$ cat config.mk
export PLATFORM = sky130hd
export DESIGN_NAME = tcb_amo_rmw
export DESIGN_NICKNAME = d
export VERILOG_FILES = /design/src/hw/tcb_amo_pkg.sv /design/src/hw/tcb_amo_alu.sv /design/src/hw/tcb_amo_rmw.sv
export SDC_FILE = /design/constraint.sdc
export NUM_CORES = 1
export LEC_CHECK = 0
export BUFFER_PORTS_ARGS = -buffer_cell sky130_fd_sc_hd__buf_2
export CAP_MARGIN = 20
export CELL_PAD_IN_SITES_DETAIL_PLACEMENT = 2
export CELL_PAD_IN_SITES_GLOBAL_PLACEMENT = 2
export CORE_MARGIN = 10
export CORE_UTILIZATION = 30
export CTS_CLUSTER_SIZE = 8
export DETAILED_ROUTE_END_ITERATION = 8
export GPL_TIMING_DRIVEN = 0
export PLACE_DENSITY_LB_ADDON = 0.1
export SYNTH_ARGS = -nofsm -noshare
export SYNTH_HDL_FRONTEND = slang
export SYNTH_SLANG_ARGS = --single-unit
$ cat constraint.sdc
create_clock -name clk -period 4 [get_ports clk]
set_clock_uncertainty 0.15 [all_clocks]
set_input_delay 0.6 -clock clk [delete_from_list [all_inputs] [get_ports clk]]
set_output_delay 0.6 -clock clk [all_outputs]
set_load 0.01 [all_outputs]
$ cat src/hw/tcb_amo_pkg.sv
`default_nettype none

package tcb_amo_pkg;

    //////////////////////////////
    // bus geometry
    //////////////////////////////

    // address counted in words, not bytes
    localparam int unsigned ADR_WIDTH = 8;
    // data word width
    localparam int unsigned DAT_WIDTH = 32;
    // words in the memory, upper part of the address space is unmapped
    localparam int unsigned MEM_DEPTH = 192;

    //////////////////////////////
    // encodings
    //////////////////////////////

    // RISC-V AMO function codes (funct5)
    typedef enum logic [4:0] {
        AMO_ADD  = 5'b00000,
        AMO_SWAP = 5'b00001,
        AMO_XOR  = 5'b00100,
        AMO_OR   = 5'b01000,
        AMO_AND  = 5'b01100,
        AMO_MIN  = 5'b10000,
        AMO_MAX  = 5'b10100,
        AMO_MINU = 5'b11000,
        AMO_MAXU = 5'b11100
    } amo_op_t;

    // read-modify-write sequencer states
    typedef enum logic [1:0] {
        ST_IDLE,
        ST_READ,
        ST_WRITE
    } rmw_state_t;

    //////////////////////////////
    // bus payload
    //////////////////////////////

    // request, driven by the manager
    typedef struct packed {
        logic                 wen;
        logic                 ren;
        logic                 atm;
        amo_op_t              amo;
        logic [ADR_WIDTH-1:0] adr;
        logic [DAT_WIDTH-1:0] wdt;
    } tcb_req_t;

    // response, one cycle after the transfer
    typedef struct packed {
        logic [DAT_WIDTH-1:0] rdt;
        // error status
        logic                 sts;
    } tcb_rsp_t;

endpackage

`default_nettype wire

$ cat src/hw/tcb_amo_alu.sv
`default_nettype none

module tcb_amo_alu (
    input  tcb_amo_pkg::amo_op_t                amo,
    input  logic [tcb_amo_pkg::DAT_WIDTH-1:0]   wdt,
    input  logic [tcb_amo_pkg::DAT_WIDTH-1:0]   rdt,
    output logic [tcb_amo_pkg::DAT_WIDTH-1:0]   res
);

    // difference with carry out, wdt - rdt
    logic [tcb_amo_pkg::DAT_WIDTH:0] dif;
    // unsigned and signed less-than (wdt < rdt)
    logic                            lt_u;
    logic                            lt_s;
    // comparison kind picked by the opcode
    logic                            uns;
    logic                            lt;

    //////////////////////////////
    // shared comparator
    //////////////////////////////

    // two's complement subtraction, one adder for all four min/max ops
    assign dif = {1'b0, wdt} + {1'b0, ~rdt} + 1'b1;

    // no carry out means a borrow, so wdt is below rdt
    assign lt_u = ~dif[tcb_amo_pkg::DAT_WIDTH];

    // differing signs decide directly, the negative one is smaller
    assign lt_s = (wdt[tcb_amo_pkg::DAT_WIDTH-1] != rdt[tcb_amo_pkg::DAT_WIDTH-1])
                ? wdt[tcb_amo_pkg::DAT_WIDTH-1] : lt_u;

    assign uns = (amo == tcb_amo_pkg::AMO_MINU) || (amo == tcb_amo_pkg::AMO_MAXU);
    assign lt  = uns ? lt_u : lt_s;

    //////////////////////////////
    // result select
    //////////////////////////////

    always_comb begin
        case (amo)
            tcb_amo_pkg::AMO_ADD:  res = wdt + rdt;
            tcb_amo_pkg::AMO_XOR:  res = wdt ^ rdt;
            tcb_amo_pkg::AMO_AND:  res = wdt & rdt;
            tcb_amo_pkg::AMO_OR:   res = wdt | rdt;
            // smaller of the two
            tcb_amo_pkg::AMO_MIN,
            tcb_amo_pkg::AMO_MINU: res = lt ? wdt : rdt;
            // larger of the two
            tcb_amo_pkg::AMO_MAX,
            tcb_amo_pkg::AMO_MAXU: res = lt ? rdt : wdt;
            // swap, and anything unknown behaves as swap
            default:               res = wdt;
        endcase
    end

endmodule

`default_nettype wire

$ cat src/hw/tcb_amo_rmw.sv
`default_nettype none

module tcb_amo_rmw (
    input  logic                  clk,
    input  logic                  reset,
    // subordinate port, AMO capable manager connects here
    input  logic                  sub_vld,
    output logic                  sub_rdy,
    input  tcb_amo_pkg::tcb_req_t sub_req,
    output tcb_amo_pkg::tcb_rsp_t sub_rsp,
    // manager port, plain memory connects here
    output logic                  man_vld,
    input  logic                  man_rdy,
    output tcb_amo_pkg::tcb_req_t man_req,
    input  tcb_amo_pkg::tcb_rsp_t man_rsp
);

    // sequencer
    tcb_amo_pkg::rmw_state_t state;
    tcb_amo_pkg::rmw_state_t state_nxt;

    // a plain transfer happened last cycle, its response is on man_rsp now
    logic                    rsp_owed;
    // the AMO finished last cycle, sub_rsp must show the held old word
    logic                    amo_rsp;
    // old word and read status of the AMO
    tcb_amo_pkg::tcb_rsp_t   rsp_old;

    // new word for the write phase
    logic [tcb_amo_pkg::DAT_WIDTH-1:0] alu_res;

    //////////////////////////////
    // modify
    //////////////////////////////

    // operand comes straight from the held request, old word from memory
    tcb_amo_alu u_alu (
        .amo (sub_req.amo),
        .wdt (sub_req.wdt),
        .rdt (man_rsp.rdt),
        .res (alu_res)
    );

    //////////////////////////////
    // request path and FSM
    //////////////////////////////

    always_comb begin
        state_nxt   = state;
        man_vld     = 1'b0;
        sub_rdy     = 1'b0;
        man_req     = sub_req;
        // the memory side never sees an atomic
        man_req.atm = 1'b0;
        case (state)
            tcb_amo_pkg::ST_IDLE: begin
                if (sub_vld && sub_req.atm) begin
                    if (rsp_owed) begin
                        // memory response still due, step aside one cycle
                        state_nxt = tcb_amo_pkg::ST_READ;
                    end else begin
                        // read phase, sub side stalls
                        man_vld     = 1'b1;
                        man_req.wen = 1'b0;
                        man_req.ren = 1'b1;
                        if (man_rdy) begin
                            state_nxt = tcb_amo_pkg::ST_WRITE;
                        end
                    end
                end else begin
                    // plain access, straight through
                    man_vld = sub_vld;
                    sub_rdy = man_rdy;
                end
            end
            tcb_amo_pkg::ST_READ: begin
                // idle cycle on the memory, owed response drains
                state_nxt = tcb_amo_pkg::ST_IDLE;
            end
            tcb_amo_pkg::ST_WRITE: begin
                // write phase, old word is on man_rsp this cycle
                man_vld     = 1'b1;
                man_req.wen = 1'b1;
                man_req.ren = 1'b0;
                man_req.wdt = alu_res;
                // sub transfer completes with the write
                sub_rdy     = man_rdy;
                if (man_rdy) begin
                    state_nxt = tcb_amo_pkg::ST_IDLE;
                end
            end
            default: begin
                state_nxt = tcb_amo_pkg::ST_IDLE;
            end
        endcase
    end

    //////////////////////////////
    // control registers
    //////////////////////////////

    always_ff @(posedge clk) begin
        if (reset) begin
            state    <= tcb_amo_pkg::ST_IDLE;
            rsp_owed <= 1'b0;
            amo_rsp  <= 1'b0;
        end else begin
            state    <= state_nxt;
            // only plain transfers complete in idle
            rsp_owed <= (state == tcb_amo_pkg::ST_IDLE) && sub_vld && sub_rdy;
            amo_rsp  <= (state == tcb_amo_pkg::ST_WRITE) && man_rdy;
        end
    end

    // old word and read error, captured during the write phase
    always_ff @(posedge clk) begin
        if (state == tcb_amo_pkg::ST_WRITE) begin
            rsp_old <= man_rsp;
        end
    end

    //////////////////////////////
    // response path
    //////////////////////////////

    // AMO returns the old word, plain accesses see the memory
    assign sub_rsp = amo_rsp ? rsp_old : man_rsp;

endmodule

`default_nettype wire

* Word level (Yosys, flattened, before mapping)
Cells that the tools add are included.
** Storage, ports and cells
- Bits of input ports :: 85
- Register bits :: 37
** Operators by class
- Reductions and logical operators :: 10
- Muxes and demuxes :: 20
- Equality and inequality tests :: 12
- Add/sub/neg operators :: 3
- Bitwise operators :: 5
** Operators by type and width (number)
- one-hot mux 32 bit (6 select lines) :: 1
- two-way mux 32 bit :: 3
- adder 32 x 32 -> 33 bit :: 1
- adder 33 x 1 -> 33 bit (second input constant) :: 1
- two-way mux 33 bit :: 1
- adder 32 bit :: 1
- bitwise AND 32 bit :: 1
- NOT 32 bit :: 1
- OR 32 bit :: 1
- bitwise XOR 32 bit :: 1
- == test 5 bit (second input constant) :: 4
- two-way mux 2 bit :: 6
- == test 5 x 4 -> 1 bit (second input constant) :: 2
- one-hot mux 2 bit (2 select lines) :: 2
- == test 5 x 3 -> 1 bit (second input constant) :: 1
- zero test 5 bit :: 1
- two-way mux 1 bit :: 5
- logical AND 1 bit :: 4
- inequality test 2 bit (second input constant) :: 2
- one-hot mux 1 bit (2 select lines) :: 2
- OR reduction 2 bit :: 2
- inequality test 3 bit (second input constant) :: 1
- AND reduction 3 bit :: 1
- == test 2 bit (second input constant) :: 1
- 4 further kinds :: 4

* Logic depth before layout (Yosys ltp)
Gate-level depths: netlist of the first run.
- Depth after elaboration :: 9
- Depth in mapped cells :: 14
- Gate-level depth less buffers :: 11

* Modules after synthesis
From an unflattened synthesis of the first run, not the netlist that was laid out.
** Second synthesis, totals
- Cells, all modules :: 855
- Area, all modules :: 6969.2 um^2
** Modules (own cells, without submodules)
- tcb_amo_alu :: area an instance 4748.3 um^2, sequential area each 0.0 um^2, times used 1, cells an instance 710
- tcb_amo_rmw :: area an instance 2220.9 um^2, sequential area each 1071.0 um^2, times used 1, cells an instance 145

* Worst setup path before layout of the first run
Ideal clock, no wire load.
- Kind :: input to output
- From :: input port sub_req[29] (netlist name)
- To :: output port man_req[30] (netlist name)
- Data required time :: 3.250 ns
- Data arrival time :: 3.144 ns
- Path slack :: 0.106 ns
- Cell stages on the path :: 10
- Path through :: inv_1 -> ha_1 -> or4_1 -> or4b_1 -> o21ba_4 -> buf_6 -> nor3_4 -> or3_1 -> a21o_1 -> a32oi_1
** RTL lines
- from (decl) :: RTL line tcb_amo_rmw.sv:9 : input tcb_amo_pkg::tcb_req_t sub_req,
- to (decl) :: RTL line tcb_amo_rmw.sv:14 : output tcb_amo_pkg::tcb_req_t man_req,

==> results of run 1 <==
[critical path: stages]
cell and delay [ns]:
buf_2 0.14, inv_1 0.08, ha_4 0.29, nor2_1 0.05, a31oi_2 0.25, a21oi_2 0.10, a311o_1 0.42, o21ba_4 0.28
nor3_4 0.32, nor3_4 0.13, buf_6 0.17, a222oi_1 0.50, o21ai_1 0.14, buf_2 0.17
[worst min-delay path by stage]
stage	depth (start not counted)	start	to
final	1	man_rsp[0]	rsp_old[0]$_DFFE_PP_
after global routing	1	man_rsp[0]	rsp_old[0]$_DFFE_PP_
after CTS	1	man_rsp[0]	rsp_old[0]$_DFFE_PP_
after detailed placement	2	rsp_owed$_SDFF_PP0_	state[0]$_SDFFE_PP0P_
after global placement	2	rsp_owed$_SDFF_PP0_	state[0]$_SDFFE_PP0P_
after floorplan	2	rsp_owed$_SDFF_PP0_	state[0]$_SDFFE_PP0P_
[per-layer routing]
layer	wire, um	track usage
met1	16800	0.299
met2	20000	0.407
met3	2590	0.0398
met4	2070	0.0828
met5	0	0
[final cells by class]
cell class                 instances  area [um^2]
sequential                        37         1070
inverter                          81          404
timing repair buffer             273         2120
tap                              275          344
multi-input combinational        685         5730
fill                            2260        10700
clock inverter                     2         10.0
buffer                            61          445
clock buffer                       6          129
[power breakdown]
| part | leakage (uW) | switching [uW] | internal, uW |
|---|---|---|---|
| clock | 0.0000706 | 214 | 231 |
| sequential | 0.000333 | 3.28 | 431 |
| combinational | 0.00391 | 750 | 565 |
| total | 0.00432 | 967 | 1230 |
[registers in the layout (all words and copies together) (netlist names)]
register,flops
rsp_old,33
rsp_owed,1
amo_rsp,1
state,2
[cells in the mapped netlist (4+ instances only)]
master,instances
buf_4,16
a221oi_1,13
inv_1,81
xor2_1,8
or4_1,5
xnor2_1,15
dfxtp_1,4
a222oi_1,6
o22ai_1,6
nor4_1,8
a22oi_1,4
and3_1,5
o221ai_1,5
nor2b_1,9
and2_1,4
a31oi_1,5
nand4_1,6
nor3_1,17
o211ai_1,9
ha_1,96
a21oi_1,68
clkbuf_1,26
o21ai_0,96
nand3_1,22
a21oi_2,8
a211o_1,5
a211oi_1,13
o21ai_1,4
buf_2,17
edfxtp_1,33
a2bb2oi_1,12
nand2_1,102
nor2_1,57
nand2b_1,4
o31ai_1,6
a21o_1,17
[what timing repair did]
item,4_1_cts,5_1_grt
setup buffers,44,67
setup endpoints to repair,32,32
resized for setup,208,276
gates cloned,4,0
pin swaps,65,97
[logic make-up after synthesis]
| group | after synthesis | synth area share |
|---|---|---|
| AO/OA/AOI/OAI | 304 | 0.311 |
| AND/OR/NAND/NOR | 257 | 0.190 |
| buffers and inverters | 146 | 0.102 |
| adder cells (fa/ha/maj) | 97 | 0.192 |
| flip-flops | 37 | 0.168 |
| XOR/XNOR | 23 | 0.0316 |
| multiplexers | 3 | 0.00491 |
| other | 1 | 0.000589 |
[through the flow]
stage | hold slack, ns | cells | instance area (um^2)
after floorplan | 0.283 | 868 | 6370
final | 0.323 | 1420 | 10200
after global routing | 0.332 | 1420 | 10200
after detailed placement | 0.332 | 1303 | 7540
after global placement | 0.309 | 1301 | 7500
after CTS | 0.325 | 1358 | 8800
==> results.py, run 1 <==
metrics = {
    "outcome": {
        "status": "finished with violations",
        "failed_checks": "setup timing",
    },
    "place": {
        "place_ws_ns": -1.12,
        "place_hpwl_mm": 24.7,
        "gp_congestion": 0.921,
        "portBuffers": 158,
    },
    "clocking": {
        "cts-buffers-inserted": 5,
        "htree_levels": 2,
        "clk_pin_slew_ns": 0.08,
        "cts-root-buf": "clkbuf_16",
        "clock_sinks": 37,
        "clk_path_buf_depth": 2,
        "cts_hold_buffers": 0,
        "clk_latency_ns": 0.31,
        "cts_tree": "done",
    },
    "critical_path": {
        "critical_path_class": "primary input to output pin",
        "crit_end": "man_req[4]",
        "startpoint": "sub_req[5]",
        "r2r_end": "rsp_old[9]$_DFFE_PP_",
        "r2r-start": "state[0]$_SDFFE_PP0P_",
        "crit_path_max_fanout": 4,
        "worstRegToRegCells": 3,
        "endpoint_kind": "output pin",
        "crit_path_start_kind": "primary input",
        "worstPathArrival_ns": 3.65,
        "critPathRequiredTime_ns": 3.25,
        "rrSetupSlack_ns": 2.27,
    },
    "die": {
        "die_y_um": 166,
        "dieArea_um2": 27400,
        "core_area_um2": 21000,
        "initial_utilization": 0.304,
        "rows": 53,
        "die_w_um": 166,
        "pin_count": 168,
    },
    "grt": {
        "grt_first_pass_wirelength_mm": 52.2,
        "grt_remaining_overflow": 0,
        "grt_antenna_before_repair": 0,
        "grt_pass1_vias": 8470,
        "grt.total_usage": 0.240,
        "grt_start_max_net_pins": 21,
    },
    "power_and_ir_drop": {
        "total_power_uw": 2190,
        "p_leak_uw": 0.00432,
        "ir_drop_mv": 0.147,
        "p_per_area_nw_per_um2": 214,
    },
    "yosys": {
        "ys_ff_latch": 37,
        "syn_area_per_cell_um2": 7.33,
        "ys.warnings.count": 0,
        "ys_top_cells_by_area": "ha_1 19%, edfxtp_1 16%, o21ai_0 7.5%, nand2_1 6.0%, a21oi_1 5.3%",
        "async_flop_share": 0,
        "synth_edf_count": 33,
        "dominantRegCellSynth": "edfxtp_1",
        "synth_top_cell_area_share": 0.189,
        "syn_area_um2": 6370,
        "yosysTopAreaCell": "ha_1",
        "syn_inst": 868,
        "syn_nets": 1050,
        "ys_types": 73,
        "ys_seq_area_frac": 0.168,
    },
    "finish": {
        "syn_to_final_growth_pct": 60.9,
        "drive_gt1_frac": 0.474,
        "antennaDiodeCount": 0,
        "mostFrequentLayoutCell": "buf_4",
        "mostFrequentLayoutCells": "125 x buf_4, 108 x buf_2, 97 x nand2_1",
        "final_util": 0.489,
        "final_nets": 1326,
    },
    "timing": {
        "postLayoutSetupSlackWorst_ns": -0.398,
        "setup_viol": 32,
        "max_freq_mhz": 227,
        "relSlewSlack": 0.0496,
        "setup_tns_ns": -8.34,
        "tightest_slew_ns": 1.43,
        "final_hold_viol_count": 0,
        "rsz0062_at_grt": "yes",
        "post-route-min-period_ns": 4.40,
        "min_period_over_period": 1.10,
        "slew_viol_final": 0,
    },
    "flow_run": {
        "cap_violations": 0,
    },
    "routing": {
        "wirelength_mm": 41.5,
        "drtIter0Drc": 530,
        "ant_nets": 0,
        "routed_via_density": 5.92,
        "drt_first_pass_iters": 5,
        "vias": 8410,
        "wl_per_cell_um": 29.2,
        "route.detailed.drc": 0,
    },
    "min_path": {
        "hold_path.class": "primary input to flip-flop",
    },
}
Note: power is estimated with default switching activity, not from simulation.
==> run 2, diff against run 1 <==
clock period = 4.2 ns   (was 4 ns; I/O delays follow)
==> results.py, run 2 (synthesis results as in run 1) <==
metrics = {
    "die": {
        "initial_utilization": 0.304,
        "dieArea_um2": 27400,
        "pin_count": 168,
        "rows": 53,
        "core_area_um2": 21000,
        "die_y_um": 166,
        "die_w_um": 166,
    },
    "clocking": {
        "cts_hold_buffers": 0,
        "htree_levels": 2,
        "clk_pin_slew_ns": 0.07,
        "cts-buffers-inserted": 5,
        "cts_tree": "done",
        "cts-root-buf": "clkbuf_16",
        "clk_path_buf_depth": 2,
        "clk_latency_ns": 0.30,
        "clock_sinks": 37,
    },
    "finish": {
        "final_nets": 1296,
        "fillCellCount": 2343,
        "reg_top3": "rsp_old (33), state (2)",
        "antennaDiodeCount": 0,
        "drive_gt1_frac": 0.439,
        "regArea_um2": 1070,
        "mostFrequentLayoutCells": "117 x buf_2, 105 x buf_4, 98 x nand2_1",
        "largest_reg_flops": 33,
        "syn_to_final_growth_pct": 53.1,
        "regMostFlops": "rsp_old",
        "multiInputGateArea_um2": 5600,
        "mostFrequentLayoutCell": "buf_2",
        "final_cells": 1390,
    },
    "critical_path": {
        "r2r_end": "rsp_old[8]$_DFFE_PP_",
        "crit_path_max_fanout": 5,
        "crit_path_start_kind": "primary input",
        "critical_path_class": "primary input to output pin",
        "critical-path-slowest-cell": "or4b_4",
        "critPathRequiredTime_ns": 3.42,
        "path_buf_inv": 4,
        "cp_cell_sequence": "buf_4 > inv_4 > ha_4 > or4_4 > or4b_4 > o21ba_4 > nor3_4 > nor3_4 > buf_6 > a222oi_1 > o21ai_1 > buf_2",
        "rrSetupSlack_ns": 2.48,
        "max_stage_delay_ns": 0.52,
        "r2r-start": "state[0]$_SDFFE_PP0P_",
        "worstRegToRegCells": 3,
        "endpoint_kind": "output pin",
        "crit_top_cell": "nor3_4",
        "worstPathArrival_ns": 3.54,
        "crit_family": "simple AND/OR/NAND/NOR gates",
    },
    "min_path": {
        "hold_path.class": "flip-flop to flip-flop",
        "whs_path_depth": 2,
        "whs_endpoint": "state[0]$_SDFFE_PP0P_",
        "worstHoldStart": "rsp_owed$_SDFF_PP0_",
    },
    "power_and_ir_drop": {
        "ir_drop_mv": 0.156,
        "p_leak_uw": 0.00409,
        "total_power_uw": 1960,
        "p_per_area_nw_per_um2": 201,
    },
    "routing": {
        "wl_met3_mm": 2.14,
        "drt-met1-wl_mm": 15.6,
        "routed_via_density": 5.74,
        "vias": 7972,
        "route.detailed.drc": 0,
        "wl_per_cell_um": 26.2,
        "drt_first_pass_iters": 6,
        "drtIter0Drc": 486,
        "ant_nets": 0,
        "highest_layer": "met4",
        "wirelength_mm": 36.4,
        "met2_length_mm": 17.7,
    },
    "place": {
        "gp_congestion": 0.921,
        "dp_cells": 1303,
        "place_hpwl_mm": 24.7,
        "portBuffers": 158,
        "place_ws_ns": -0.982,
    },
    "timing": {
        "final_hold_viol_count": 0,
        "min_period_over_period": 1.03,
        "tightest_slew_ns": 1.32,
        "rsz0062_at_grt": "yes",
        "post-route-min-period_ns": 4.32,
        "relSlewSlack": 0.118,
        "setup_viol": 20,
        "postLayoutSetupSlackWorst_ns": -0.119,
        "max_freq_mhz": 232,
        "slew_viol_final": 0,
    },
    "outcome": {
        "failed_checks": "setup timing",
        "status": "finished with violations",
    },
    "grt": {
        "grt_remaining_overflow": 0,
        "grt.total_usage": 0.235,
        "grt_antenna_before_repair": 0,
        "grt_start_max_net_pins": 21,
        "grt_first_pass_wirelength_mm": 51.2,
        "grt_pass1_vias": 8365,
    },
    "flow_run": {
        "cap_violations": 0,
    },
}
-- run 2: power breakdown --
group | internal [uW] | total (uW) | leakage (uW) | switching, uW
Clock | 220 | 419 | 0.0000706 | 199
Combinational | 484 | 1130 | 0.00369 | 643
Sequential | 410 | 413 | 0.000333 | 2.69
-- run 2: metal layers --
layer | up-vias | global-route usage
li1 | 3602 | -
met1 | 4000 | 0.294
met2 | 310 | 0.405
met3 | 60 | 0.0383
met4 | 0 | 0.0678
met5 | - | 0
-- run 2: layout make-up --
class                      instances  area share
clock inverter                     2     0.00103
clock buffer                       6      0.0132
tap                              275      0.0353
timing repair buffer             243       0.181
sequential                        37       0.110
multi-input combinational        685       0.574
inverter                          81      0.0399
buffer                            61      0.0453
-- run 2: repair_timing --
action	CTS	global route
setup buffers	42	39
cloned	4	0
pin swaps	62	74
setup endpoints to repair	32	32
gates resized for setup	188	222
-- run 2: tightest hold or removal path: stages, from the launching register on --
cell and delay, ns:
dfxtp_1 0.31, nand2_1 0.08, nor2_1 0.05
-- run 2: per-stage QoR --
stage / setup TNS, ns / utilization / hold WS [ns] / cell area [um^2]
floorplan: 0 / - / 0.283 / 6370
global placement: -26.94 / 0.358 / 0.309 / 7500
detailed placement: -20.91 / 0.360 / 0.332 / 7540
CTS: -0.743 / 0.416 / 0.345 / 8720
global route: -3.13 / 0.465 / 0.362 / 9750
finish: -0.804 / 0.465 / 0.340 / 9750
-- run 2: how the worst max path moves through the flow --
stage	from	endpoint	cells after the start
floorplan	sub_req[29]	man_req[30]	10
global placement	state[0]$_SDFFE_PP0P_	man_req[26]	8
detailed placement	sub_req[11]	man_req[18]	15
CTS	man_rsp[30]	man_req[21]	12
global route	man_rsp[19]	man_req[4]	15
finish	sub_req[28]	man_req[21]	12
